--- config.mk ---
export PLATFORM = sky130hd
export DESIGN_NAME = load_extender
export DESIGN_NICKNAME = d
export VERILOG_FILES = /design/src/design/mem_isa_pkg.sv /design/src/design/load_extender.sv
export SDC_FILE = /design/constraint.sdc
export NUM_CORES = 1
export LEC_CHECK = 0
export ABC_CLOCK_PERIOD_IN_PS = 2300
export BUFFER_PORTS_ARGS = -buffer_cell sky130_fd_sc_hd__buf_2
export CAP_MARGIN = 25
export CELL_PAD_IN_SITES_DETAIL_PLACEMENT = 1
export CELL_PAD_IN_SITES_GLOBAL_PLACEMENT = 2
export CORE_AREA = 4 4 61 85
export DETAILED_ROUTE_END_ITERATION = 16
export DIE_AREA = 0 0 65 89
export PLACE_DENSITY = 0.82
export SLEW_MARGIN = 10
export SYNTH_ARGS = -nofsm -noshare
export SYNTH_HDL_FRONTEND = slang
export SYNTH_SLANG_ARGS = --single-unit
--- constraint.sdc ---
create_clock -name vclk -period 2.3
set_clock_uncertainty 0.2 [all_clocks]
set_input_delay 0 -clock vclk [all_inputs]
set_output_delay 0 -clock vclk [all_outputs]
set_load 0.01 [all_outputs]
--- src/design/mem_isa_pkg.sv ---
/*
 * Core-side types of the memory unit. Opcodes are the RV32I funct3 width codes.
 * Store codes share values 0..2 with the signed loads, so they are constants
 * of the same enum type and not separate enum members.
 */
package mem_isa_pkg;

    // funct3 width codes for loads
    typedef enum logic [2:0] {
        OP_LB  = 3'd0,   // signed byte
        OP_LH  = 3'd1,   // signed halfword
        OP_LW  = 3'd2,   // full word
        OP_LBU = 3'd4,   // unsigned byte
        OP_LHU = 3'd5    // unsigned halfword
    } mem_op_e;

    // store codes reuse the low three funct3 values
    localparam mem_op_e OP_SB = OP_LB;
    localparam mem_op_e OP_SH = OP_LH;
    localparam mem_op_e OP_SW = OP_LW;

    // request bundle from the core, 69 bits
    typedef struct packed {
        logic [31:0] addr;    // byte address of the data access
        logic [31:0] rs1;     // store data
        mem_op_e     op;      // funct3
        logic        read;    // load level, held until load_done
        logic        write;   // store level, held until store_done
    } core_req_t;

endpackage
--- src/design/load_extender.sv ---
/*
 * Picks the addressed byte or halfword from a RAM word and extends it.
 * Offset must be aligned to the access size. LW and unknown codes pass the word.
 */
module load_extender
    import mem_isa_pkg::*;
(
    input  mem_op_e     op,
    input  logic [1:0]  offset,
    input  logic [31:0] rdata,
    output logic [31:0] value
);

    logic [7:0]  byte_lane;
    logic [15:0] half_lane;

    // lane select
    always_comb begin
        case (offset)
            2'd0:    byte_lane = rdata[7:0];
            2'd1:    byte_lane = rdata[15:8];
            2'd2:    byte_lane = rdata[23:16];
            default: byte_lane = rdata[31:24];
        endcase
        if (offset[1]) begin
            half_lane = rdata[31:16];
        end else begin
            half_lane = rdata[15:0];
        end
    end

    // extension, sign taken from the field's own msb
    always_comb begin
        case (op)
            OP_LB:   value = {{24{byte_lane[7]}}, byte_lane};
            OP_LH:   value = {{16{half_lane[15]}}, half_lane};
            OP_LBU:  value = {24'd0, byte_lane};
            OP_LHU:  value = {16'd0, half_lane};
            default: value = rdata;              // LW
        endcase
    end

endmodule

==> reports/qor.yml, run 1 <==
cts-hold-fix-buffers: 0
vias: 1113
placed_cell_area_um2: 1110
dr.pass1.iters: 4
synth_top_family_by_area: "simple AND/OR/NAND/NOR gates"
worstMarginPinSlew_ps: 680
grt_max_degree: 36
io_buffers: 69
p_sw_w: 0.000139
finalCriticalPeriod_ps: 1850
fp.coreArea_um2: 4460
cp.required_ps: 2100
power.share.clock_pct: 0
nClkBuffers: 0
cp-end-kind: "output port"
setup-tns-final_ps: 0
post-route-period-util_pct: 80.6
highest_layer: "met3"
startpoint_type: "input pin"
p_seq_share_pct: 0
synth_compound_area_share_pct: 41.0
track_usage_pct: 11.3
floorplan.initialDensity_pct: 16.2
route.met3.wl_um: 255
yosysSeqAreaShare_pct: 0
rsz0062_at_grt: "no"
dp_cells: 253
synth_area_leaders: "nand2_1 18%, nor2b_1 17%, o21ai_0 16%"
ir_drop_mv: 0.0777
grt_pass1_wl_um: 5400
antenna_found_initial: 0
maxSlewHeadroom_pct: 54.6
critical_path_arrival_ps: 1650
seqCellArea_um2: 0
fin_area_um2: 1110
critPathMaxFanout: 24
crit_type: "in2out"
stdcell_count: 253
avgSynthCellArea_um2: 5.52
synth_warnings: 0
synthesis.nets: 168
routed_wirelength_um: 3450
synthAdderAreaFrac_pct: 0
num-fill-cells: 605
drive_gt1_share_pct: 38.7
layout_common_cells: "69 x buf_2, 34 x nand2_1, 23 x o21ai_0"
flops_and_latches: 0
fmax_mhz: 539
grt_overflow: 0
yosys.area.top_type: "nand2_1"
synth.area.mux_share_pct: 2.94
setup_viol: 0
min_path_type: "in2out"
max_cap_violations: 0
p_sw_share_pct: 55.4
num_antenna_cells: 0
ios: 69
ctsResizeCount: 0
wl_met1_um: 1400
yosys.area_share.xor_xnor_pct: 0
grt_pass1_vias: 1138
die_w_um: 65
hold_viol: 0
syn_inst: 131
via_per_inst: 4.40
ant_nets: 0
wl_met2_um: 1800
row_count: 29
syn_to_final_growth_pct: 53.6
p_leak_nw: 0.588
syn_area_um2: 723
synth_simple_gate_area_share_pct: 45.5
layout_commonest_cell: "buf_2"
status: "completed"
synth.distinct_cells: 22
nNetsFinal: 230
die_h_um: 89
drv_slew: 0
die-area_um2: 5790
power_frac_comb_pct: 100.0
power.internal_w: 0.000112
place.gp.congestion: 0.723
power_density_nw_per_um2: 226
drt_iter0_markers: 30
synth_top_area_share_pct: 17.6
multi_input_area_um2: 647
drc: 0
wl_per_cell_um: 13.7
hpwl_um: 2790
postCtsSetupRepairBufs: 0
==> layout make-up <==
cell class         count  area share (%)
repair buffers        73            33.8
well taps             62            6.98
multi-input cells    115            58.2
inverters              3            1.01
==> logic make-up after synthesis <==
family / count (synthesis)
multiplexers: 2
AO/OA/AOI/OAI: 46
AND/OR/NAND/NOR: 67
buffers and inverters: 16
==> critical path, stage by stage <==
cell and delay [ps]:
buf_2 320, a211oi_1 70, or3_1 350, or3_1 550
o21ai_0 200, buf_2 170
==> cell usage after synthesis <==
cell type	n
a31oi_1	1
nand3_1	2
nor3_1	1
inv_1	3
clkbuf_1	10
nand2b_1	6
mux2_2	1
a221o_1	8
a211oi_1	1
buf_6	2
nor3b_1	1
nor2b_1	20
buf_2	1
nor2_1	1
o21ai_1	4
mux2i_1	1
a21o_1	1
nand2_1	34
o21bai_1	1
o21ai_0	23
or3_1	2
a22oi_1	7
==> metal layers <==
metal  GRT usage (%)  vias to the layer above
met5               0                        -
met4               0                        0
met3            1.76                        0
met2            22.2                       34
met1            13.7                      503
li1                -                      576
==> final timing paths <==
path / start / endpoint / slack [ps] / depth (start not counted)
max: offset[1] / value[22] / 450 / 6
min: rdata[0] / value[0] / 80 / 4
==> per-stage QoR <==
step	hold slack [ps]	worst slack, ps	total power [W]	utilization (%)
6_report	84.3	446	0.000251	24.9
5_1_grt	115	250	0.000283	24.9
4_1_cts	90.4	393	0.000257	24.9
3_5_place_dp	89.9	401	0.000256	24.9
3_3_place_gp	88.5	441	0.000254	24.9
2_1_floorplan	-45.7	901	0.000138	-
==> power groups by stage <==
stage	Combinational, W	Sequential [W]	Clock [W]
2_1_floorplan	0.000138	0	0
3_3_place_gp	0.000254	0	0
3_5_place_dp	0.000256	0	0
4_1_cts	0.000257	0	0
5_1_grt	0.000283	0	0
6_report	0.000251	0	0
(Power assumes the default switching activity.)
==> inputs of run 2 (changes only) <==
ABC_CLOCK_PERIOD_IN_PS = 1900   (was 2300)
CORE_AREA = 4 4 62 87   (was 4 4 61 85)
DIE_AREA = 0 0 66 91   (was 0 0 65 89)
PLACE_DENSITY = 0.79   (was 0.82)
clock period = 1.9 ns   (was 2.3 ns; I/O delays follow)
==> reports/qor.yml, run 2 (synthesized netlist as in run 1, its figures left out) <==
syn_to_final_growth_pct: 59.9
setup_ws_ps: 183
drive_gt1_share_pct: 40.6
critical_path.cell_chain: "buf_2 > or3_1 > or3_1 > o21ai_0 > buf_2"
cp.required_ps: 1700
wl_per_cell_um: 14.1
nNetsFinal: 236
antenna_found_initial: 0
drt_iter0_markers: 56
via_per_inst: 4.47
pre_cts_slack_ps: 161
row_count: 29
ant_nets: 0
floorplan.initialDensity_pct: 15.9
cts-hold-fix-buffers: 0
status: "completed"
die_w_um: 66
holdWs_ps: 85.6
die_h_um: 91
postCtsSetupRepairBufs: 0
fp.coreArea_um2: 4540
layout_common_cells: "69 x buf_2, 34 x nand2_1, 23 x o21ai_0"
finalCriticalPeriod_ps: 1720
post-route-period-util_pct: 90.4
setup_viol: 0
place.gp.congestion: 0.716
track_usage_pct: 11.7
ios: 69
cpMaxStageDelayCell: "or3_1"
critPathMaxFanout: 17
p_leak_nw: 0.618
drc: 0
setup-tns-final_ps: 0
grt_pass1_wl_um: 5950
die-area_um2: 6010
max_cap_violations: 0
hold_viol: 0
grt_overflow: 0
fin_util_pct: 25.5
min_path_type: "in2out"
critPathBufInv: 2
path_delay_family: "simple AND/OR/NAND/NOR gates"
routed_wirelength_um: 3650
num_antenna_cells: 0
fmax_mhz: 582
hp-start: "rdata[2]"
stdcell_count: 259
nClkBuffers: 0
seqCellArea_um2: 0
maxSlewHeadroom_pct: 63.9
critPathMaxStageDelay_ps: 580
hpwl_um: 2920
cp-end-kind: "output port"
dr.pass1.iters: 4
worstMarginPinSlew_ps: 542
dp_cells: 259
vias: 1159
drv_slew: 0
ctsResizeCount: 0
startpoint_type: "input pin"
num-fill-cells: 616
flops_and_latches: 0
grt_max_degree: 36
grt_pass1_vias: 1220
layout_commonest_cell: "buf_2"
critical_path_arrival_ps: 1520
io_buffers: 69
rsz0062_at_grt: "no"
critPathLaunch: "op[0]"
power_density_nw_per_um2: 275
ir_drop_mv: 0.102
crit_type: "in2out"
## run 2: per-stage QoR
stage / power (W) / cell area, µm²
after detailed placement: 0.000322 / 1160
after floorplan: 0.000167 / 723
after global placement: 0.000319 / 1160
after global routing: 0.000356 / 1160
final: 0.000317 / 1160
after CTS: 0.000324 / 1160
## run 2: cell type report
cell class | count | area, µm² | share of cell area (%)
tap | 62 | 77.6 | 6.71
inverter | 3 | 11.3 | 0.974
multi-input combinational | 115 | 647 | 56.0
timing repair buffer | 79 | 420 | 36.4
## run 2: final timing paths
check / endpoint / slack (ps) / cells past startpoint
setup / recovery: value[17] / 180 / 5
hold / removal: value[2] / 90 / 4
## run 2: power breakdown
group	switching [W]	internal [W]	total [W]	leakage [nW]
Clock	0	0	0	0
Sequential	0	0	0	0
Combinational	0.000173	0.000144	0.000317	0.618
Total	0.000173	0.000144	0.000317	0.618
## run 2: per-layer routing
metal,up-vias,GRT usage [%],share of wire (%)
li1,592,-,-
met1,529,14.5,43
met2,38,22.0,50
met3,0,1.98,7.3
met4,0,0,0
met5,-,0,0
