### src/design/mem_isa_pkg.sv
/*
 * Core-side types of the memory unit. Opcodes are the RV32I funct3 width codes.
 * Store codes share values 0..2 with the signed loads, so they are constants
 * of the same enum type and not separate enum members.
 */
package mem_isa_pkg;

    // funct3 width codes for loads
    typedef enum logic [2:0] {
        OP_LB  = 3'd0,   // signed byte
        OP_LH  = 3'd1,   // signed halfword
        OP_LW  = 3'd2,   // full word
        OP_LBU = 3'd4,   // unsigned byte
        OP_LHU = 3'd5    // unsigned halfword
    } mem_op_e;

    // store codes reuse the low three funct3 values
    localparam mem_op_e OP_SB = OP_LB;
    localparam mem_op_e OP_SH = OP_LH;
    localparam mem_op_e OP_SW = OP_LW;

    // request bundle from the core, 69 bits
    typedef struct packed {
        logic [31:0] addr;    // byte address of the data access
        logic [31:0] rs1;     // store data
        mem_op_e     op;      // funct3
        logic        read;    // load level, held until load_done
        logic        write;   // store level, held until store_done
    } core_req_t;

endpackage
### src/design/store_formatter.sv
/*
 * Places SB/SH/SW data on its byte lanes and builds the byte enables.
 * Offset must be aligned to the access size; other ops give no enables.
 */
module store_formatter
    import mem_isa_pkg::*;
(
    input  mem_op_e     op,
    input  logic [1:0]  offset,
    input  logic [31:0] rs1,
    output logic [31:0] wdata,
    output logic [3:0]  be
);

    always_comb begin
        case (op)
            OP_SB: begin
                wdata = {4{rs1[7:0]}};           // byte on every lane
                be    = 4'b0001 << offset;
            end
            OP_SH: begin
                wdata = {2{rs1[15:0]}};          // half on both halves
                if (offset[1]) begin
                    be = 4'b1100;
                end else begin
                    be = 4'b0011;
                end
            end
            OP_SW: begin
                wdata = rs1;
                be    = 4'b1111;
            end
            default: begin
                wdata = rs1;                     // not a store code
                be    = 4'b0000;
            end
        endcase
    end

endmodule

### config.mk
export PLATFORM = sky130hd
export DESIGN_NAME = store_formatter
export DESIGN_NICKNAME = d
export VERILOG_FILES = /design/src/design/mem_isa_pkg.sv /design/src/design/store_formatter.sv
export SDC_FILE = /design/constraint.sdc
export NUM_CORES = 1
export LEC_CHECK = 0
export BUFFER_PORTS_ARGS = -buffer_cell sky130_fd_sc_hd__buf_2
export CAP_MARGIN = 10
export CORE_UTILIZATION = 29
export DETAILED_ROUTE_END_ITERATION = 7
export GPL_ROUTABILITY_DRIVEN = 0
export PLACE_DENSITY = 0.92
export SLEW_MARGIN = 20
export SYNTH_ARGS = -nofsm -noshare
export SYNTH_HDL_FRONTEND = slang
export SYNTH_SLANG_ARGS = --single-unit
### constraint.sdc
create_clock -name vclk -period 2
set_input_delay 0.6 -clock vclk [all_inputs]
set_output_delay 0.6 -clock vclk [all_outputs]
set_load 0.01 [all_outputs]
==> impl_metrics.env, run 1 <==
export IMPL_status="finished with violations"
export IMPL_violations="design-rule violations, negative setup slack"
export IMPL_leakagePower_nw=0.644
export IMPL_cp_arrival_ns=1.49
export IMPL_cp_max_fo=4
export IMPL_hold_viol=0
export IMPL_die_w_um=43.6
export IMPL_nClkBuffers=0
export IMPL_grt_max_degree=13
export IMPL_start_util_pct=32.3
export IMPL_critPathTopFamily="buffers and inverters"
export IMPL_cp_slowest_cell="mux2_4"
export IMPL_dp_hpwl_um=1440
export IMPL_timing_fmax_mhz=478
export IMPL_whs_path_depth=2
export IMPL_port_buffers=73
export IMPL_period_share_pct=105
export IMPL_via_per_inst=5.04
export IMPL_dieHeight_um=43.6
export IMPL_overflow=0
export IMPL_yosys_area_top_type="mux2_2"
export IMPL_placed_cells=151
export IMPL_cp_buffers_inverters=3
export IMPL_core_area_um2=1560
export IMPL_end_kind="output port"
export IMPL_grt_pass1_vias=702
export IMPL_tightest_slew_ns=0.202
export IMPL_maxSlewViolCount=0
export IMPL_hold_end="wdata[7]"
export IMPL_hp_start="rs1[7]"
export IMPL_dieArea_um2=1900
export IMPL_netlist_top_cells_area="mux2_2, mux2i_1, a21oi_1"
export IMPL_wl_per_cell_um=14.8
export IMPL_drive_above_1_share_pct=84.2
export IMPL_ys_warn_count=0
export IMPL_wl_um=2300
export IMPL_synth_seq_area_share_pct=0
export IMPL_required_ns=1.40
export IMPL_synth_commonest_cells="mux2_2, a21oi_1, nor2_1, buf_4, mux2i_1"
export IMPL_seq_area_um2=0
export IMPL_finalWorstSetupSlack_ns=-0.0939
export IMPL_seq_cells=0
export IMPL_vias=781
export IMPL_antenna_found_initial=0
export IMPL_ctsHoldBuffers=0
export IMPL_fill_cells=117
export IMPL_finalSetupViolCount=21
export IMPL_rows=14
export IMPL_final_area_um2=1200
export IMPL_antenna_cells=0
export IMPL_layout_cells_non_filler=155
export IMPL_groute_usage_overall_pct=21.1
export IMPL_firstDrtPassIters=6
export IMPL_synth_top_area_share_pct=31.3
export IMPL_p_per_area_nw_per_um2=262
export IMPL_antenna_left=0
export IMPL_synthCells=66
export IMPL_post_route_drc_count=4
export IMPL_slew_headroom_pct=86.2
export IMPL_hold_ws_ns=1.44
export IMPL_critPathMaxStageDelay_ns=0.31
export IMPL_setup_worst_path_start_class="input port"
export IMPL_hold_class="in2out"
export IMPL_layout_nets=178
export IMPL_max_cap_viol_count=0
export IMPL_ir_drop_v=0.000162
export IMPL_syn_nets=103
export IMPL_crit_path_frequent_cell="buf_6"
export IMPL_pin_count=73
export IMPL_fin_crit_ns=2.09
export IMPL_finish_utilization_pct=77.0
export IMPL_rsz0062_at_grt="yes"
export IMPL_grt_pass1_wl_um=3150
export IMPL_syn_cell_area_um2=503
export IMPL_syn_to_final_growth_pct=139
export IMPL_syn_area_per_cell_um2=7.62
export IMPL_crit_chain="buf_8 > nor3_4 > buf_6 > mux2_4 > buf_6"
export IMPL_path_class="in2out"
export IMPL_place_area_um2=862
export IMPL_yosysMostFrequentCell="mux2_2"
export IMPL_tns_ns=-0.935
export IMPL_ys_types=14
export IMPL_first_iter_violations=11
[per-layer routing]
| layer | wire [um] | vias to the layer above | track usage, % |
|---|---|---|---|
| li1 | - | 376 | - |
| met1 | 833 | 370 | 23.3 |
| met2 | 1350 | 35 | 44.8 |
| met3 | 116 | 0 | 0.833 |
| met4 | 0 | 0 | 1.25 |
| met5 | 0 | - | 0 |
[layout make-up]
type | instances | area, um2 | area share, %
well taps | 16 | 20.0 | 1.67
inverters | 2 | 7.51 | 0.625
repair buffers | 85 | 631 | 52.5
multi-input cells | 52 | 543 | 45.2
[how the worst max path moves through the flow]
stage,startpoint,end,slack [ns],depth (start not counted)
6_report,op[0],wdata[13],-0.09,5
5_1_grt,op[0],wdata[8],-0.12,5
4_1_cts,op[0],wdata[13],-0.1,5
3_5_place_dp,op[2],wdata[9],-0.17,5
3_3_place_gp,op[2],wdata[10],-0.15,5
2_1_floorplan,op[1],wdata[20],0.02,4
[through the flow]
stage / total power (W) / setup slack [ns]
floorplan: 0.000118 / 0.0225
global placement: 0.000205 / -0.146
detailed placement: 0.000212 / -0.172
CTS: 0.000279 / -0.0962
global route: 0.000331 / -0.116
finish: 0.000314 / -0.0939
[placed cells by master (no fill, tap or decap)]
master,netlist,routed
buf_2,3,54
buf_6,1,24
mux2_4,0,16
mux2i_1,8,8
nor2_4,1,7
a21oi_2,0,7
a21oi_1,12,5
buf_8,0,5
nor2_1,10,3
inv_1,2,2
o21ai_0,2,2
buf_4,8,2
nor3_4,1,1
a21o_1,1,1
nand2b_1,1,1
nor2_2,0,1
[where the power goes]
group          switching [W]  internal [W]  total, W  leakage, nW
Combinational       0.000136      0.000178  0.000314        0.644
Sequential                 0             0         0            0
Clock                      0             0         0            0
[cell families (layout without fill, tap and decap cells)]
family / count (synthesis) / after routing / synth area share, %
muxes: 24 / 24 / 51.7
and+or+nand+nor: 13 / 13 / 14.2
buffers and inverters: 14 / 87 / 18.7
AOI/OAI and AO/OA: 15 / 15 / 15.4
[repair_timing]
| action | CTS | global route |
|---|---|---|
| pin swaps | 2 | 2 |
| gates resized for setup | 46 | 27 |
| endpoints found under the setup margin | 24 | 27 |
| buffers inserted | 2 | 2 |
| cloned | 0 | 0 |
(Power assumes the default switching activity.)
==> run 2, diff against run 1 <==
MAX_ROUTING_LAYER = met4   (was default)
==> impl_metrics.env, run 2 (synthesized netlist as in run 1, its figures left out) <==
export IMPL_status="finished with violations"
export IMPL_violations="design-rule violations, negative setup slack"
export IMPL_ir_drop_v=0.000162
export IMPL_wl_per_cell_um=14.8
export IMPL_finish_utilization_pct=77.0
export IMPL_cp_arrival_ns=1.49
export IMPL_firstDrtPassIters=6
export IMPL_whs_path_depth=2
export IMPL_hold_viol=0
export IMPL_port_buffers=73
export IMPL_finalSetupViolCount=21
export IMPL_die_w_um=43.6
export IMPL_tightest_slew_ns=0.202
export IMPL_antenna_found_initial=0
export IMPL_start_util_pct=32.3
export IMPL_dr_max_layer_used="met3"
export IMPL_vias=781
export IMPL_first_iter_violations=11
export IMPL_dieArea_um2=1900
export IMPL_grt_pass1_wl_um=3150
export IMPL_route_met2_wl_um=1350
export IMPL_tns_ns=-0.935
export IMPL_fin_crit_ns=2.09
export IMPL_p_per_area_nw_per_um2=262
export IMPL_rsz0062_at_grt="yes"
export IMPL_fill_cells=117
export IMPL_pin_count=73
export IMPL_setup_worst_path_start_class="input port"
export IMPL_wl_um=2300
export IMPL_timing_fmax_mhz=478
export IMPL_groute_usage_overall_pct=21.8
export IMPL_leakagePower_nw=0.644
export IMPL_antenna_left=0
export IMPL_grt_pass1_vias=702
export IMPL_via_per_inst=5.04
export IMPL_nClkBuffers=0
export IMPL_period_share_pct=105
export IMPL_final_common_cell="buf_2"
export IMPL_hold_end="wdata[7]"
export IMPL_antenna_cells=0
export IMPL_end_kind="output port"
export IMPL_maxSlewViolCount=0
export IMPL_layout_nets=178
export IMPL_rows=14
export IMPL_drive_above_1_share_pct=84.2
export IMPL_hp_start="rs1[7]"
export IMPL_overflow=0
export IMPL_drt_met1_wl_um=837
export IMPL_ctsHoldBuffers=0
export IMPL_finalWorstSetupSlack_ns=-0.0939
export IMPL_hold_class="in2out"
export IMPL_slew_headroom_pct=86.2
export IMPL_path_class="in2out"
export IMPL_max_cap_viol_count=0
export IMPL_required_ns=1.40
export IMPL_post_route_drc_count=4
export IMPL_dp_hpwl_um=1440
export IMPL_dieHeight_um=43.6
export IMPL_wl_met3_um=113
export IMPL_final_cell_mix="buf_2, buf_6, mux2_4"
export IMPL_grt_max_degree=13
export IMPL_seq_cells=0
export IMPL_multi_input_area_um2=543
export IMPL_syn_to_final_growth_pct=139
export IMPL_cp_max_fo=4
export IMPL_core_area_um2=1560
export IMPL_seq_area_um2=0
[run 2: cell counts in the layout (fill, tap and decap cells not counted)]
Identical to the previous run, type by type.
[run 2: how the worst max path moves through the flow]
stage / from / endpoint / depth (start not counted)
floorplan: op[1] / wdata[20] / 4
global placement: op[2] / wdata[10] / 5
detailed placement: op[2] / wdata[9] / 5
CTS: op[0] / wdata[13] / 5
global route: op[0] / wdata[8] / 5
finish: op[0] / wdata[13] / 5
[run 2: metal layers]
layer	vias to the layer above	global-route usage, %
li1	376	-
met1	370	23.5
met2	35	44.8
met3	0	0.417
met4	0	1.25
met5	-	-
[run 2: what timing repair did]
action                                  4_1_cts  5_1_grt
resized for setup                            46       27
pin swaps                                     2        2
endpoints found under the setup margin       24       27
endpoints found under the hold margin         0        0
buffers inserted                              2        2
[run 2: power by group]
part / switching, W / leakage, nW / internal, W
Clock: 0 / 0 / 0
Sequential: 0 / 0 / 0
Combinational: 0.000136 / 0.644 / 0.000178
[run 2: area by class of cell]
class              instances  share of cell area [%]
inverters                  2                   0.625
multi-input cells         52                    45.2
repair buffers            85                    52.5
well taps                 16                    1.67
[run 2: worst max-delay path: stages]
cell and delay, ns:
buf_8 0.10, nor3_4 0.21, buf_6 0.16, mux2_4 0.31
buf_6 0.12
[run 2: through the flow]
stage | cells | hold WS [ns] | cell area [um2] | total power [W] | setup WS (ns)
6_report | 155 | 1.44 | 1200 | 0.000314 | -0.0939
5_1_grt | 155 | 1.44 | 1200 | 0.000331 | -0.116
4_1_cts | 153 | 1.43 | 1090 | 0.000279 | -0.0962
3_5_place_dp | 151 | 1.43 | 862 | 0.000212 | -0.172
3_3_place_gp | 151 | 1.42 | 862 | 0.000205 | -0.146
2_1_floorplan | 66 | 1.29 | 509 | 0.000118 | 0.0225
