<file path="config.mk">
export PLATFORM = sky130hd
export DESIGN_NAME = mem_handler
export DESIGN_NICKNAME = d
export VERILOG_FILES = /design/src/design/mem_bus_pkg.sv /design/src/design/mem_isa_pkg.sv /design/src/design/mem_handler.sv
export SDC_FILE = /design/constraint.sdc
export NUM_CORES = 1
export LEC_CHECK = 0
export ABC_AREA = 1
export BUFFER_PORTS_ARGS = -buffer_cell sky130_fd_sc_hd__buf_2
export CORE_AREA = 2 2 136 138
export CTS_CLUSTER_SIZE = 16
export DETAILED_ROUTE_END_ITERATION = 6
export DIE_AREA = 0 0 138 140
export GPL_TIMING_DRIVEN = 0
export PLACE_DENSITY = 0.53
export SYNTH_ARGS = -nofsm -noshare
export SYNTH_HDL_FRONTEND = slang
export SYNTH_SLANG_ARGS = --single-unit
export TNS_END_PERCENT = 30
</file>
<file path="constraint.sdc">
create_clock -name clk -period 3 [get_ports clk]
set_clock_uncertainty 0.05 [all_clocks]
set_input_delay 0.3 -clock clk [delete_from_list [all_inputs] [get_ports clk]]
set_output_delay 0.3 -clock clk [all_outputs]
set_load 0.1 [all_outputs]
</file>
<file path="src/design/mem_bus_pkg.sv">
/*
 * RAM-side types. The bus carries word addresses only; byte placement is
 * expressed by the byte enables. At most one of read and write is high.
 */
package mem_bus_pkg;

    // request from the handler to the RAM, 68 bits
    typedef struct packed {
        logic [29:0] addr;    // word address, already wrapped to the RAM depth
        logic [31:0] wdata;   // lane-aligned store data
        logic [3:0]  be;      // byte enables, bit i covers wdata[8i+7:8i]
        logic        write;   // single-cycle write strobe
        logic        read;    // single-cycle read strobe
    } bus_req_t;

    // handler sequencer states
    typedef enum logic [1:0] {
        IDLE  = 2'd0,   // sample core strobes
        ISSUE = 2'd1,   // present request to the RAM
        WAIT  = 2'd2    // wait for RAM done
    } hstate_e;

endpackage

</file>
<file path="src/design/mem_isa_pkg.sv">
/*
 * Core-side types of the memory unit. Opcodes are the RV32I funct3 width codes.
 * Store codes share values 0..2 with the signed loads, so they are constants
 * of the same enum type and not separate enum members.
 */
package mem_isa_pkg;

    // funct3 width codes for loads
    typedef enum logic [2:0] {
        OP_LB  = 3'd0,   // signed byte
        OP_LH  = 3'd1,   // signed halfword
        OP_LW  = 3'd2,   // full word
        OP_LBU = 3'd4,   // unsigned byte
        OP_LHU = 3'd5    // unsigned halfword
    } mem_op_e;

    // store codes reuse the low three funct3 values
    localparam mem_op_e OP_SB = OP_LB;
    localparam mem_op_e OP_SH = OP_LH;
    localparam mem_op_e OP_SW = OP_LW;

    // request bundle from the core, 69 bits
    typedef struct packed {
        logic [31:0] addr;    // byte address of the data access
        logic [31:0] rs1;     // store data
        mem_op_e     op;      // funct3
        logic        read;    // load level, held until load_done
        logic        write;   // store level, held until store_done
    } core_req_t;

endpackage
</file>
<file path="src/design/mem_handler.sv">
/*
 * Store/load/fetch sequencer, one job in flight. Priority is write, read, fetch_en.
 * Core must hold read/write until its done pulse; no job is sampled while a
 * done pulse is high. DEPTH_WORDS must be a power of two (addresses wrap).
 */
module mem_handler
    import mem_isa_pkg::*;
    import mem_bus_pkg::*;
#(
    parameter int DEPTH_WORDS = 1024
) (
    input  logic        clk,
    input  logic        nrst,
    input  core_req_t   req,
    input  logic [31:0] pc,
    input  logic        fetch_en,
    input  logic [31:0] fmt_wdata,
    input  logic [3:0]  fmt_be,
    input  logic [31:0] ld_value,
    input  logic [31:0] rdata,
    input  logic        busy,
    input  logic        done,
    output mem_op_e     fmt_op,
    output logic [1:0]  fmt_offset,
    output mem_op_e     ld_op,
    output logic [1:0]  ld_offset,
    output bus_req_t    bus_req,
    output logic [31:0] data_reg,
    output logic [31:0] instruction,
    output logic        store_done,
    output logic        load_done,
    output logic        fetch_done
);

    typedef enum logic [1:0] {
        JOB_STORE = 2'd0,
        JOB_LOAD  = 2'd1,
        JOB_FETCH = 2'd2
    } job_e;

    localparam logic [29:0] WRAP_MASK = 30'(DEPTH_WORDS - 1);

    hstate_e     state;
    job_e        job_q;
    mem_op_e     op_q;
    logic [1:0]  offset_q;
    logic [29:0] waddr_q;
    logic [31:0] wdata_q;
    logic [3:0]  be_q;

    logic        pulse_any;
    logic        sample;
    logic        data_job;
    logic        issue_ok;

    assign pulse_any = store_done | load_done | fetch_done;
    assign data_job  = req.write | req.read;
    // a new job is taken only in IDLE and never during a done pulse
    assign sample    = (state == IDLE) && !pulse_any && (data_job || fetch_en);
    assign issue_ok  = (state == ISSUE) && !busy;

    // formatter sees the live request, its result is latched on sample
    assign fmt_op     = req.op;
    assign fmt_offset = req.addr[1:0];
    // extender works on the latched job
    assign ld_op      = op_q;
    assign ld_offset  = offset_q;

    always_comb begin
        bus_req.addr  = waddr_q;
        bus_req.wdata = wdata_q;
        bus_req.be    = be_q;
        bus_req.write = issue_ok && (job_q == JOB_STORE);
        bus_req.read  = issue_ok && (job_q != JOB_STORE);
    end

    // job payload
    always_ff @(posedge clk) begin
        if (sample) begin
            op_q     <= req.op;
            offset_q <= req.addr[1:0];
            if (data_job) begin
                waddr_q <= req.addr[31:2] & WRAP_MASK;
            end else begin
                waddr_q <= pc[31:2] & WRAP_MASK;   // fetch from pc
            end
            wdata_q <= fmt_wdata;
            if (req.write) begin
                be_q <= fmt_be;
            end else begin
                be_q <= 4'b1111;                   // reads take the whole word
            end
        end
    end

    // sequencer, results and done pulses
    always_ff @(posedge clk or negedge nrst) begin
        if (!nrst) begin
            state       <= IDLE;
            job_q       <= JOB_FETCH;
            data_reg    <= '0;
            instruction <= '0;
            store_done  <= 1'b0;
            load_done   <= 1'b0;
            fetch_done  <= 1'b0;
        end else begin
            store_done <= 1'b0;   // pulses last one cycle
            load_done  <= 1'b0;
            fetch_done <= 1'b0;
            case (state)
                IDLE: begin
                    if (sample) begin
                        state <= ISSUE;
                        if (req.write) begin
                            job_q <= JOB_STORE;
                        end else if (req.read) begin
                            job_q <= JOB_LOAD;
                        end else begin
                            job_q <= JOB_FETCH;
                        end
                    end
                end
                ISSUE: begin
                    if (!busy) begin
                        state <= WAIT;   // RAM accepts this cycle
                    end
                end
                WAIT: begin
                    if (done) begin
                        state <= IDLE;
                        case (job_q)
                            JOB_STORE: store_done <= 1'b1;
                            JOB_LOAD: begin
                                data_reg  <= ld_value;
                                load_done <= 1'b1;
                            end
                            default: begin
                                instruction <= rdata;   // raw word, no extension
                                fetch_done  <= 1'b1;
                            end
                        endcase
                    end
                end
                default: state <= IDLE;
            endcase
        end
    end

endmodule

</file>
==> implementation parameters, run 1 <==
Parameter                              Value

Timing
  Fin Setup TNS    0 ns
  Unrepaired setup endpoints after global routing    false
  Minimum clock period after layout    1.946 ns
  Final number of setup-violating endpoints    0
  Hold violation total from the final report    0
  Max frequency    513.8 MHz
  Worst rel slew slack    64.20%
  Max Transition Viols Final    0
  Tcrit/Tclk final    64.88%
  Measured slew at the worst slew-check pin    0.5363 ns

Die
  Die H    140 µm
  # rows    49
  Ports placed on the boundary    351
  Core box area    17780 µm²
  Starting utilization of the core area    26.07%
  Area enclosed by the die boundary    19320 µm²
  Chip width    138 µm

Place
  Final HPWL from detailed placement    9797 µm
  # port buffers    256
  Routability congestion estimate    0.7437

Job
  Number of max-cap violations    0

Worst setup path
  Slowest-stage cell, CP    sky130_fd_sc_hd__dfstp_2
  Most used cell, CP    sky130_fd_sc_hd__nor2_1
  Nature of the critical path endpoint    output pin
  Data arrival, critical path    1.60 ns
  Startpoint type of the worst setup path    flop
  Chain of cells forming the critical path    nor2_1 -> nor2_1 -> buf_2
  Biggest fanout along the worst timing path    4
  Highest cell delay on the worst timing path    0.57 ns
  CP required    2.65 ns
  Critical setup path kind    reg2out

Global routing
  Largest net degree at the start of global routing    44
  Number of antenna violations at the first check in global routing    0
  Total overflow reported by the global router    0
  Number of global-route vias before repair    3743
  Global-route wire length before repair    20370 µm
  Global-route usage over all layers    13.68%

Final layout
  Count of inserted antenna diode cells    0
  Proportion of layout cells with a drive suffix above 1    43.42%
  # nets final    953
  Area overhead of the layout relative to synthesis    53.14%

Outcome
  Result of the run    finished clean

Synth
  Register area share after synthesis    71.39%
  Avg Cell Area, Syn    10.71 µm²
  Post-synthesis instance area    4636 µm²
  Count of different cell masters after synthesis    19
  Synth Register Bits    122
  Synth Warn #    0
  Cell count after synthesis    433

Routing
  Post-route DRC violation count    0
  Vias after detailed routing    3897
  Violation count after the first detailed-route iteration    127
  Detailed Route WL    13180 µm
  TritonRoute pass-1 iters    4
  Routed wire per std cell    13.32 µm
  Vias per cell    3.940
  ANT nets after route    0

Clock network
  Clock insertion delay at the later pin of the skew report    0.41 ns
  H-tree depth    4
  CTS sink cnt    122
  Total of hold buffers inserted after clock tree synthesis    12
  TritonCTS buffer count    17
  Buffers inserted by post-CTS timing repair    0
  Max clock buf depth    2
  Clock slew seen by the registers of the worst setup and hold paths    0.06 ns
  Resized cells post-CTS    0
  CTS root buf    sky130_fd_sc_hd__clkbuf_16
  TritonCTS clock tree    done

Min path
  Type of the tightest min-delay check    in2reg
## synth_stat cells
library cell | instances | share of area [%]
sky130_fd_sc_hd__buf_2 | 7 | 0.76
sky130_fd_sc_hd__buf_4 | 28 | 4.5
sky130_fd_sc_hd__clkbuf_1 | 5 | 0.40
sky130_fd_sc_hd__conb_1 | 1 | 0.081
sky130_fd_sc_hd__dfrtp_1 | 70 | 38
sky130_fd_sc_hd__dfstp_2 | 1 | 0.57
sky130_fd_sc_hd__edfxtp_1 | 51 | 33
sky130_fd_sc_hd__inv_1 | 13 | 1.1
sky130_fd_sc_hd__inv_2 | 2 | 0.16
sky130_fd_sc_hd__nand2_1 | 225 | 18
sky130_fd_sc_hd__nand3_1 | 5 | 0.54
sky130_fd_sc_hd__nand3_2 | 1 | 0.22
sky130_fd_sc_hd__nand3b_1 | 1 | 0.16
sky130_fd_sc_hd__nand4_1 | 1 | 0.14
sky130_fd_sc_hd__nor2_1 | 9 | 0.73
sky130_fd_sc_hd__nor2_2 | 1 | 0.14
sky130_fd_sc_hd__nor2_4 | 1 | 0.24
sky130_fd_sc_hd__o21ai_0 | 10 | 1.1
sky130_fd_sc_hd__o31ai_1 | 1 | 0.16
## final timing paths
kind | slack (ns) | endpoint | from | cells after the start
setup / recovery | 1.05 | bus_req[0] | job_q[1] | 3
max in group asynchronous | 1.98 | job_q[1] | nrst | 3
min in group asynchronous | 0.31 | data_reg[18] | nrst | 2
setup reg to reg | 1.10 | wdata_q[16] | state[0] | 4
hold / removal | 0.02 | wdata_q[21] | fmt_wdata[21] | 1
hold reg to reg | 0.41 | data_reg[31] | data_reg[31] | 2
## cell type report
cell class	instances	area (µm²)
Multi-Input combinational cell	275	1077
Timing Repair Buffer	276	1511
Fill cell	1793	10680
Buffer	40	264.0
Tap cell	229	286.5
Clock buffer	19	442.9
Inverter	15	56.30
Sequential cell	122	3309
Clock inverter	13	151.4
## metrics by stage
stage	setup slack [ns]	area, µm²	util (%)	std cells	hold slack, ns
finish	1.054	7099	39.93	989	0.01802
global route	0.9755	7099	39.93	989	0.001734
CTS	1.021	7039	39.59	983	0.0006490
detailed placement	1.068	6325	35.57	939	0.2145
global placement	0.2353	6275	35.29	937	0.3996
floorplan	0.3544	4707	-	452	-0.04559
## per-layer routing
metal	global-route usage, %	part of all wire [%]	vias to the layer above
met4	5.048	1.6	0
met2	21.39	45	196
met5	0	0	-
met3	5.812	9.7	13
li1	-	-	1941
met1	16.96	43	1747
## kinds of logic after synthesis
logic type | synth area share, %
compound gates | 1.242
buf+inv | 6.910
flops | 71.39
other cells | 0.08089
simple gates | 20.38
## cells in the final DEF (no fill, tap or decap)
master,synthesis,routed
sky130_fd_sc_hd__clkbuf_8,0,1
sky130_fd_sc_hd__clkbuf_1,5,6
sky130_fd_sc_hd__inv_1,13,12
sky130_fd_sc_hd__buf_16,0,1
sky130_fd_sc_hd__clkinv_2,0,5
sky130_fd_sc_hd__nor2_4,1,1
sky130_fd_sc_hd__o31ai_1,1,1
sky130_fd_sc_hd__edfxtp_1,51,51
sky130_fd_sc_hd__nor2_2,1,1
sky130_fd_sc_hd__o21ai_0,10,10
sky130_fd_sc_hd__clkinv_4,0,2
sky130_fd_sc_hd__buf_4,28,29
sky130_fd_sc_hd__buf_2,7,262
sky130_fd_sc_hd__buf_12,0,1
sky130_fd_sc_hd__nand3_1,5,5
sky130_fd_sc_hd__bufinv_16,0,3
sky130_fd_sc_hd__dfstp_2,1,1
sky130_fd_sc_hd__nand2_1,225,225
sky130_fd_sc_hd__nand3b_1,1,1
sky130_fd_sc_hd__conb_1,1,20
sky130_fd_sc_hd__nor2_1,9,9
sky130_fd_sc_hd__dfrtp_1,70,70
sky130_fd_sc_hd__dlygate4sd3_1,0,18
sky130_fd_sc_hd__clkbuf_16,0,17
sky130_fd_sc_hd__inv_2,2,3
sky130_fd_sc_hd__nand3_2,1,1
sky130_fd_sc_hd__nand4_1,1,1
sky130_fd_sc_hd__clkinvlp_4,0,2
sky130_fd_sc_hd__clkinv_1,0,1
## critical path: cells and delay by family (launching register included)
kind | cells | cell delay, ns
and+or+nand+nor | 2 | 0.16
DFF | 1 | 0.57
buffers and inverters | 1 | 0.45
Power of run 1 is left out: the tool's default activity adds up to more than one toggle a clock period on the data nets, which glitch-free logic cannot reach.
==> inputs of run 2 (changes only) <==
ABC_AREA = 0   (was 1)
CORE_AREA = 2 2 138 140   (was 2 2 136 138)
DIE_AREA = 0 0 140 142   (was 0 0 138 140)
PLACE_DENSITY = 0.54   (was 0.53)
clock period = 1.6 ns   (was 3 ns; I/O delays follow)
==> implementation parameters, run 2 <==
Parameter                              Value

Clock network
  TritonCTS clock tree    done
  Clock slew seen by the registers of the worst setup and hold paths    0.05 ns (about the same)
  CTS sink cnt    122 (unchanged)
  Clock insertion delay at the later pin of the skew report    0.40 ns (about the same)
  TritonCTS buffer count    17 (unchanged)
  H-tree depth    4 (unchanged)
  CTS root buf    sky130_fd_sc_hd__clkbuf_16
  Max clock buf depth    2 (unchanged)

Worst setup path
  Origin of the critical flop-to-flop path    state[0]
  CP required    1.39 ns (-1.26 ns)
  Critical setup path kind    reg2out
  Buffering stage count on the worst path with inverters included    1 (unchanged)
  Highest cell delay on the worst timing path    0.43 ns (-0.14 ns)
  Biggest fanout along the worst timing path    3 (-1)
  Data arrival, critical path    1.43 ns (-0.17 ns)
  Chain of cells forming the critical path    nor2_1 -> nand2_1 -> nor3_2 -> buf_6
  Slack of the worst reg-to-reg path    -0.04 ns (-1.14 ns)
  Worst-case reg-to-reg path depth    5 (+1)
  Slowest-stage cell, CP    sky130_fd_sc_hd__dfrtp_2
  Cell family with the largest share of critical-path delay    flip-flops
  Startpoint type of the worst setup path    flop
  Reg-to-reg critical path endpoint    data_reg[22]
  Nature of the critical path endpoint    output pin

Final layout
  Count of inserted antenna diode cells    0 (unchanged)
  Proportion of layout cells with a drive suffix above 1    60.37% (+17 points)
  Filler-free cell count of the finished design    938 (-5.2%)
  Reg area    3323 µm² (+0.42%)
  Fillers    1605 (-10%)
  Area overhead of the layout relative to synthesis    85.77%
  Post-layout util    46.09% (+6.2 points)
  # nets final    897 (-5.9%)
  Most common cell after layout, fill and taps aside    sky130_fd_sc_hd__buf_2
  Most frequent cells in the layout    253 x sky130_fd_sc_hd__buf_2, 121 x sky130_fd_sc_hd__dlygate4sd3_1, 65 x sky130_fd_sc_hd__dfrtp_1, 51 x sky130_fd_sc_hd__edfxtp_1, 46 x sky130_fd_sc_hd__mux2_2
  Multi-input gate area in the final layout    1262 µm² (+17%)

Die
  Ports placed on the boundary    351 (unchanged)
  # rows    50 (+2.0%)
  Chip width    140 µm (+1.4%)
  Starting utilization of the core area    24.81% (-1.3 points)
  Area enclosed by the die boundary    19880 µm² (+2.9%)
  Core box area    18460 µm² (+3.8%)
  Die H    142 µm (+1.4%)

Synth
  Cell types occupying the most area after synthesis    sky130_fd_sc_hd__dfrtp_1 38%, sky130_fd_sc_hd__edfxtp_1 33%, sky130_fd_sc_hd__mux2_2 17%
  Register area share after synthesis    72.27% (+0.88 points)
  Synth Flop Type    sky130_fd_sc_hd__dfrtp_1
  Cell count after synthesis    259 (-40%)
  Synth Register Bits    122 (unchanged)
  Synth Warn #    0 (unchanged)
  Number of flops mapped to enable cells by yosys    51 (unchanged)
  Avg Cell Area, Syn    17.68 µm² (+65%)
  Share of the synthesized area in the top cell type    38.25% (+0.46 points)
  Count of different cell masters after synthesis    23 (+4)
  Proportion of register bits with asynchronous set or reset after synthesis    58.20% (unchanged)
  Post-synthesis instance area    4579 µm² (-1.2%)
  Area leader, netlist    sky130_fd_sc_hd__dfrtp_1
  Post-synth top cells    70 x sky130_fd_sc_hd__dfrtp_1, 70 x sky130_fd_sc_hd__mux2_2, 51 x sky130_fd_sc_hd__edfxtp_1

Global routing
  Global-route usage over all layers    13.54% (-0.14 points)
  Total overflow reported by the global router    0 (unchanged)
  Met2 Usage GRT    24.50% (+3.1 points)
  Met1 track demand over resource    14.77% (-2.2 points)
  Number of antenna violations at the first check in global routing    0 (unchanged)
  Met3 track utilization from global routing    5.047% (-0.76 points)
  Largest net degree at the start of global routing    46 (+4.5%)
  Number of global-route vias before repair    4025 (+7.5%)
  Global-route layer with the greatest usage    met2
  Global-route wire length before repair    20780 µm (+2.0%)

Timing
  Max frequency    608.0 MHz
  Hold Worst Slack    0.02240 ns (+0.004379 ns)
  Measured slew at the worst slew-check pin    0.8912 ns (+0.3549 ns)
  Worst setup margin    -0.04472 ns (-1.098 ns)
  Worst rel slew slack    40.26% (-24 points)
  Hold violation total from the final report    0 (unchanged)
  Minimum clock period after layout    1.645 ns
  Final number of setup-violating endpoints    23 (+23)
  Unrepaired setup endpoints after global routing    true
  Tcrit/Tclk final    102.8%
  Max Transition Viols Final    0 (unchanged)

Routing
  TritonRoute pass-1 iters    6 (+2)
  Detailed Route WL    13660 µm (+3.7%)
  Vias after detailed routing    3731 (-4.3%)
  Routed wire per std cell    14.56 µm (+9.3%)
  Post-route DRC violation count    26 (+26)
  Violation count after the first detailed-route iteration    141 (+11%)
  ANT nets after route    0 (unchanged)
  Vias per cell    3.978 (+0.95%)

Job
  Number of max-cap violations    0 (unchanged)

Outcome
  Failing checks    design-rule violations, negative setup slack
  Result of the run    complete, but fails checks

Min path
  Type of the tightest min-delay check    in2reg
  Hold Path Sink    job_q[0]
  Startpoint of the most critical hold path    req[0]
  Hold Path Depth    2 (+1)

Place
  Final HPWL from detailed placement    8907 µm (-9.1%)
  Routability congestion estimate    0.7544 (+1.4%)
  # port buffers    256 (unchanged)
  DP Cell Count    769 (-18%)
-- run 2: changes by cell type after synthesis, sizes merged, moves of 2 or more --
cell    change
mux2       +74
nand3       -6
nor2        -5
inv        -13
o21ai       -8
nor3        +4
nand2     -223
clkbuf      -5
buf         -2
nand2b      +5
-- run 2: kinds of logic after synthesis --
family | count (synthesis) | share of synthesized area, %
flip-flops | 122 | 72.27
multiplexers | 74 | 18.20
buffers and inverters | 35 | 5.546
AND/OR/NAND/NOR | 22 | 3.115
AO/OA/AOI/OAI | 5 | 0.7925
other | 1 | 0.08189
-- run 2: worst max path at each step --
stage	slack [ns]	cells past startpoint	from	to
6_report	-0.04	4	state[1]	bus_req[1]
5_1_grt	-0.13	4	state[1]	bus_req[1]
4_1_cts	-0.07	4	state[1]	bus_req[1]
3_5_place_dp	-0.81	3	state[1]	wdata_q[6]
3_3_place_gp	-0.72	3	state[1]	wdata_q[14]
2_1_floorplan	-0.53	3	load_done	be_q[0]
-- run 2: repair_timing --
item                                    in CTS  in global routing
endpoints found under the setup margin     118                 80
gates cloned                                 3                  1
setup buffers                               13                  0
pin swaps                                    6                  1
hold endpoints to repair                   185                  0
hold buffers                               121                  0
gates resized for setup                     17                 36
-- run 2: final cells by class --
class	count	area share (%)
sequential	122	39.06
buffer	32	3.206
inverter	2	0.08825
clock inverter	14	2.589
clock buffer	18	5.045
tap	234	3.442
multi-input combinational	124	14.84
timing repair buffer	392	31.73
-- run 2: metrics by stage --
step | worst slack, ns | cell area, µm² | TNS, ns
after floorplan | -0.5293 | 4693 | -28.12
after global placement | -0.7206 | 6267 | -56.26
after detailed placement | -0.8053 | 6297 | -53.62
after CTS | -0.06572 | 8353 | -0.4952
after global routing | -0.1292 | 8507 | -3.321
final | -0.04472 | 8507 | -0.1976
-- run 2: worst register-to-register path, delay by kind of cell (launching register included) --
family                 cells  cell delay, ns
buffers and inverters      2            0.32
flip-flops                 1            0.45
multiplexers               1            0.34
AND/OR/NAND/NOR            2            0.36
-- run 2: per-layer routing --
metal | share of wire [%] | routed length (µm)
met5 | 0 | 0
met4 | 1.4 | 191
met3 | 7.9 | 1079
met2 | 52 | 7067
met1 | 39 | 5318
Power of run 2 is left out for the same reason.
==> inputs of run 3 (changes only) <==
CORE_AREA = 2 2 135 137   (was 2 2 138 140)
DIE_AREA = 0 0 137 139   (was 0 0 140 142)
clock period = 1.67 ns   (was 1.6 ns; I/O delays follow)
==> implementation parameters, run 3 (synthesized netlist as in run 2, its figures left out) <==
Parameter                              Value

Worst setup path
  Chain of cells forming the critical path    nor2_2 -> nand2_2 -> nor3_2 -> buf_6
  Critical setup path kind    reg2out
  Origin of the critical flop-to-flop path    state[1]
  Slack of the worst reg-to-reg path    0.02 ns (+0.06 ns)
  Reg-to-reg critical path endpoint    data_reg[3]
  CP required    1.45 ns (+0.06 ns)
  Nature of the critical path endpoint    output pin
  Worst-case reg-to-reg path depth    6 (+1)
  Origin of the worst setup path    state[1]
  Slowest-stage cell, CP    sky130_fd_sc_hd__dfrtp_2
  Cell family with the largest share of critical-path delay    flip-flops
  Buffering stage count on the worst path with inverters included    1 (unchanged)
  Highest cell delay on the worst timing path    0.45 ns (+0.02 ns)
  Data arrival, critical path    1.45 ns (+0.02 ns)
  Startpoint type of the worst setup path    flop
  Biggest fanout along the worst timing path    5 (+2)

Routing
  Violation count after the first detailed-route iteration    61 (-57%)
  Post-route DRC violation count    0 (-100%)
  TritonRoute pass-1 iters    4 (-2)
  Detailed Route WL    12800 µm (-6.3%)
  ANT nets after route    0 (unchanged)
  Vias per cell    3.959 (-0.48%)
  Vias after detailed routing    3634 (-2.6%)
  Routed wire per std cell    13.95 µm (-4.2%)

Clock network
  Clock insertion delay at the later pin of the skew report    0.40 ns (about the same)
  CTS sink cnt    122 (unchanged)
  CTS root buf    sky130_fd_sc_hd__clkbuf_16
  Clock slew seen by the registers of the worst setup and hold paths    0.06 ns (about the same)
  Max clock buf depth    2 (unchanged)
  TritonCTS clock tree    done
  TritonCTS buffer count    17 (unchanged)
  H-tree depth    4 (unchanged)

Timing
  Minimum clock period after layout    1.671 ns
  Worst rel slew slack    40.75% (+0.49 points)
  Final number of setup-violating endpoints    1 (-96%)
  Measured slew at the worst slew-check pin    0.8888 ns (-0.002434 ns)
  Fin Setup TNS    -0.0006459 ns (+0.1969 ns)
  Worst setup margin    -0.0006459 ns (+0.04408 ns)
  Max frequency    598.6 MHz
  Tcrit/Tclk final    100.0%
  Max Transition Viols Final    0 (unchanged)
  Hold violation total from the final report    0 (unchanged)
  Unrepaired setup endpoints after global routing    true

Die
  Core box area    17660 µm² (-4.3%)
  Area enclosed by the die boundary    19040 µm² (-4.2%)
  Chip width    137 µm (-2.1%)
  Die H    139 µm (-2.1%)
  # rows    49 (-2.0%)
  Ports placed on the boundary    351 (unchanged)
  Starting utilization of the core area    25.94% (+1.1 points)

Final layout
  Post-layout util    46.14% (about the same)
  Proportion of layout cells with a drive suffix above 1    60.23% (-0.14 points)
  Most frequent cells in the layout    255 x sky130_fd_sc_hd__buf_2, 111 x sky130_fd_sc_hd__dlygate4sd3_1, 70 x sky130_fd_sc_hd__mux2_2, 65 x sky130_fd_sc_hd__dfrtp_1, 51 x sky130_fd_sc_hd__edfxtp_1
  # nets final    882 (-1.7%)
  Most common cell after layout, fill and taps aside    sky130_fd_sc_hd__buf_2
  Count of inserted antenna diode cells    0 (unchanged)
  Area overhead of the layout relative to synthesis    77.90%
  Fillers    1606 (+0.062%)

Place
  Final HPWL from detailed placement    8742 µm (-1.9%)
  Routability congestion estimate    0.6921 (-8.3%)
  # port buffers    256 (unchanged)
  Placement Setup Slack    -0.7297 ns (+0.07559 ns)

Global routing
  Global-route wire length before repair    19070 µm (-8.2%)
  Met1 track demand over resource    13.51% (-1.3 points)
  Global-route layer with the greatest usage    met2
  Number of antenna violations at the first check in global routing    0 (unchanged)
  Met3 track utilization from global routing    4.423% (-0.62 points)
  Global-route usage over all layers    13.23% (-0.31 points)
  Met2 Usage GRT    24.82% (+0.32 points)
  Total overflow reported by the global router    0 (unchanged)
  Number of global-route vias before repair    3902 (-3.1%)
  Largest net degree at the start of global routing    72 (+57%)

Outcome
  Failing checks    negative setup slack
  Result of the run    complete, but fails checks

Min path
  Hold Path Depth    2 (unchanged)
  Startpoint of the most critical hold path    pc[6]
  Type of the tightest min-delay check    in2reg
  Hold Path Sink    waddr_q[4]

Job
  Number of max-cap violations    0 (unchanged)
==> run 3: cell types whose count changed in the layout (fill, tap and decap cells not counted), sizes merged <==
cell         previous run  this run
clkinv                  5         2
bufinv                  5         2
dlygate4sd3           121       111
buf                   302       296
clkinvlp                3         2
inv                     3         2
clkbuf                 19        28
==> run 3: repair_timing <==
| item | 4_1_cts | 5_1_grt |
|---|---|---|
| hold buffers | 111 | 0 |
| gates cloned | 3 | 0 |
| endpoints found under the setup margin | 112 | 42 |
| endpoints found under the hold margin | 180 | 0 |
| resized for setup | 13 | 5 |
| pin swaps | 5 | 1 |
| setup buffers | 8 | 2 |
==> run 3: stage by stage <==
step	area, µm²	std cells	hold WS, ns
2_1_floorplan	4693	278	-0.1786
3_3_place_gp	6261	763	0.2954
3_5_place_dp	6264	763	0.2951
4_1_cts	8105	916	0.001692
5_1_grt	8147	918	0.008349
6_report	8147	918	0.02740
==> run 3: worst max path at each step <==
stage,to,depth (start not counted)
finish,bus_req[1],4
CTS,bus_req[1],4
detailed placement,wdata_q[9],3
floorplan,be_q[0],3
global placement,wdata_q[8],3
global route,bus_req[1],4
==> run 3: cell type report <==
type                       count  area [µm²]  area share [%]
sequential                   122        3323           40.79
timing repair buffer         377        2520           30.93
multi-input combinational    124        1167           14.33
clock buffer                  26       510.5           6.266
tap                          229       286.5           3.517
buffer                        32       246.5           3.026
clock inverter                 6       85.08           1.044
inverter                       2       7.507         0.09215
==> run 3: routing by layer <==
layer	vias up	share of wire (%)
met4	0	1.1
met5	-	0
li1	1728	-
met3	13	8.2
met2	167	54
met1	1726	37
Power of run 3 is left out for the same reason.
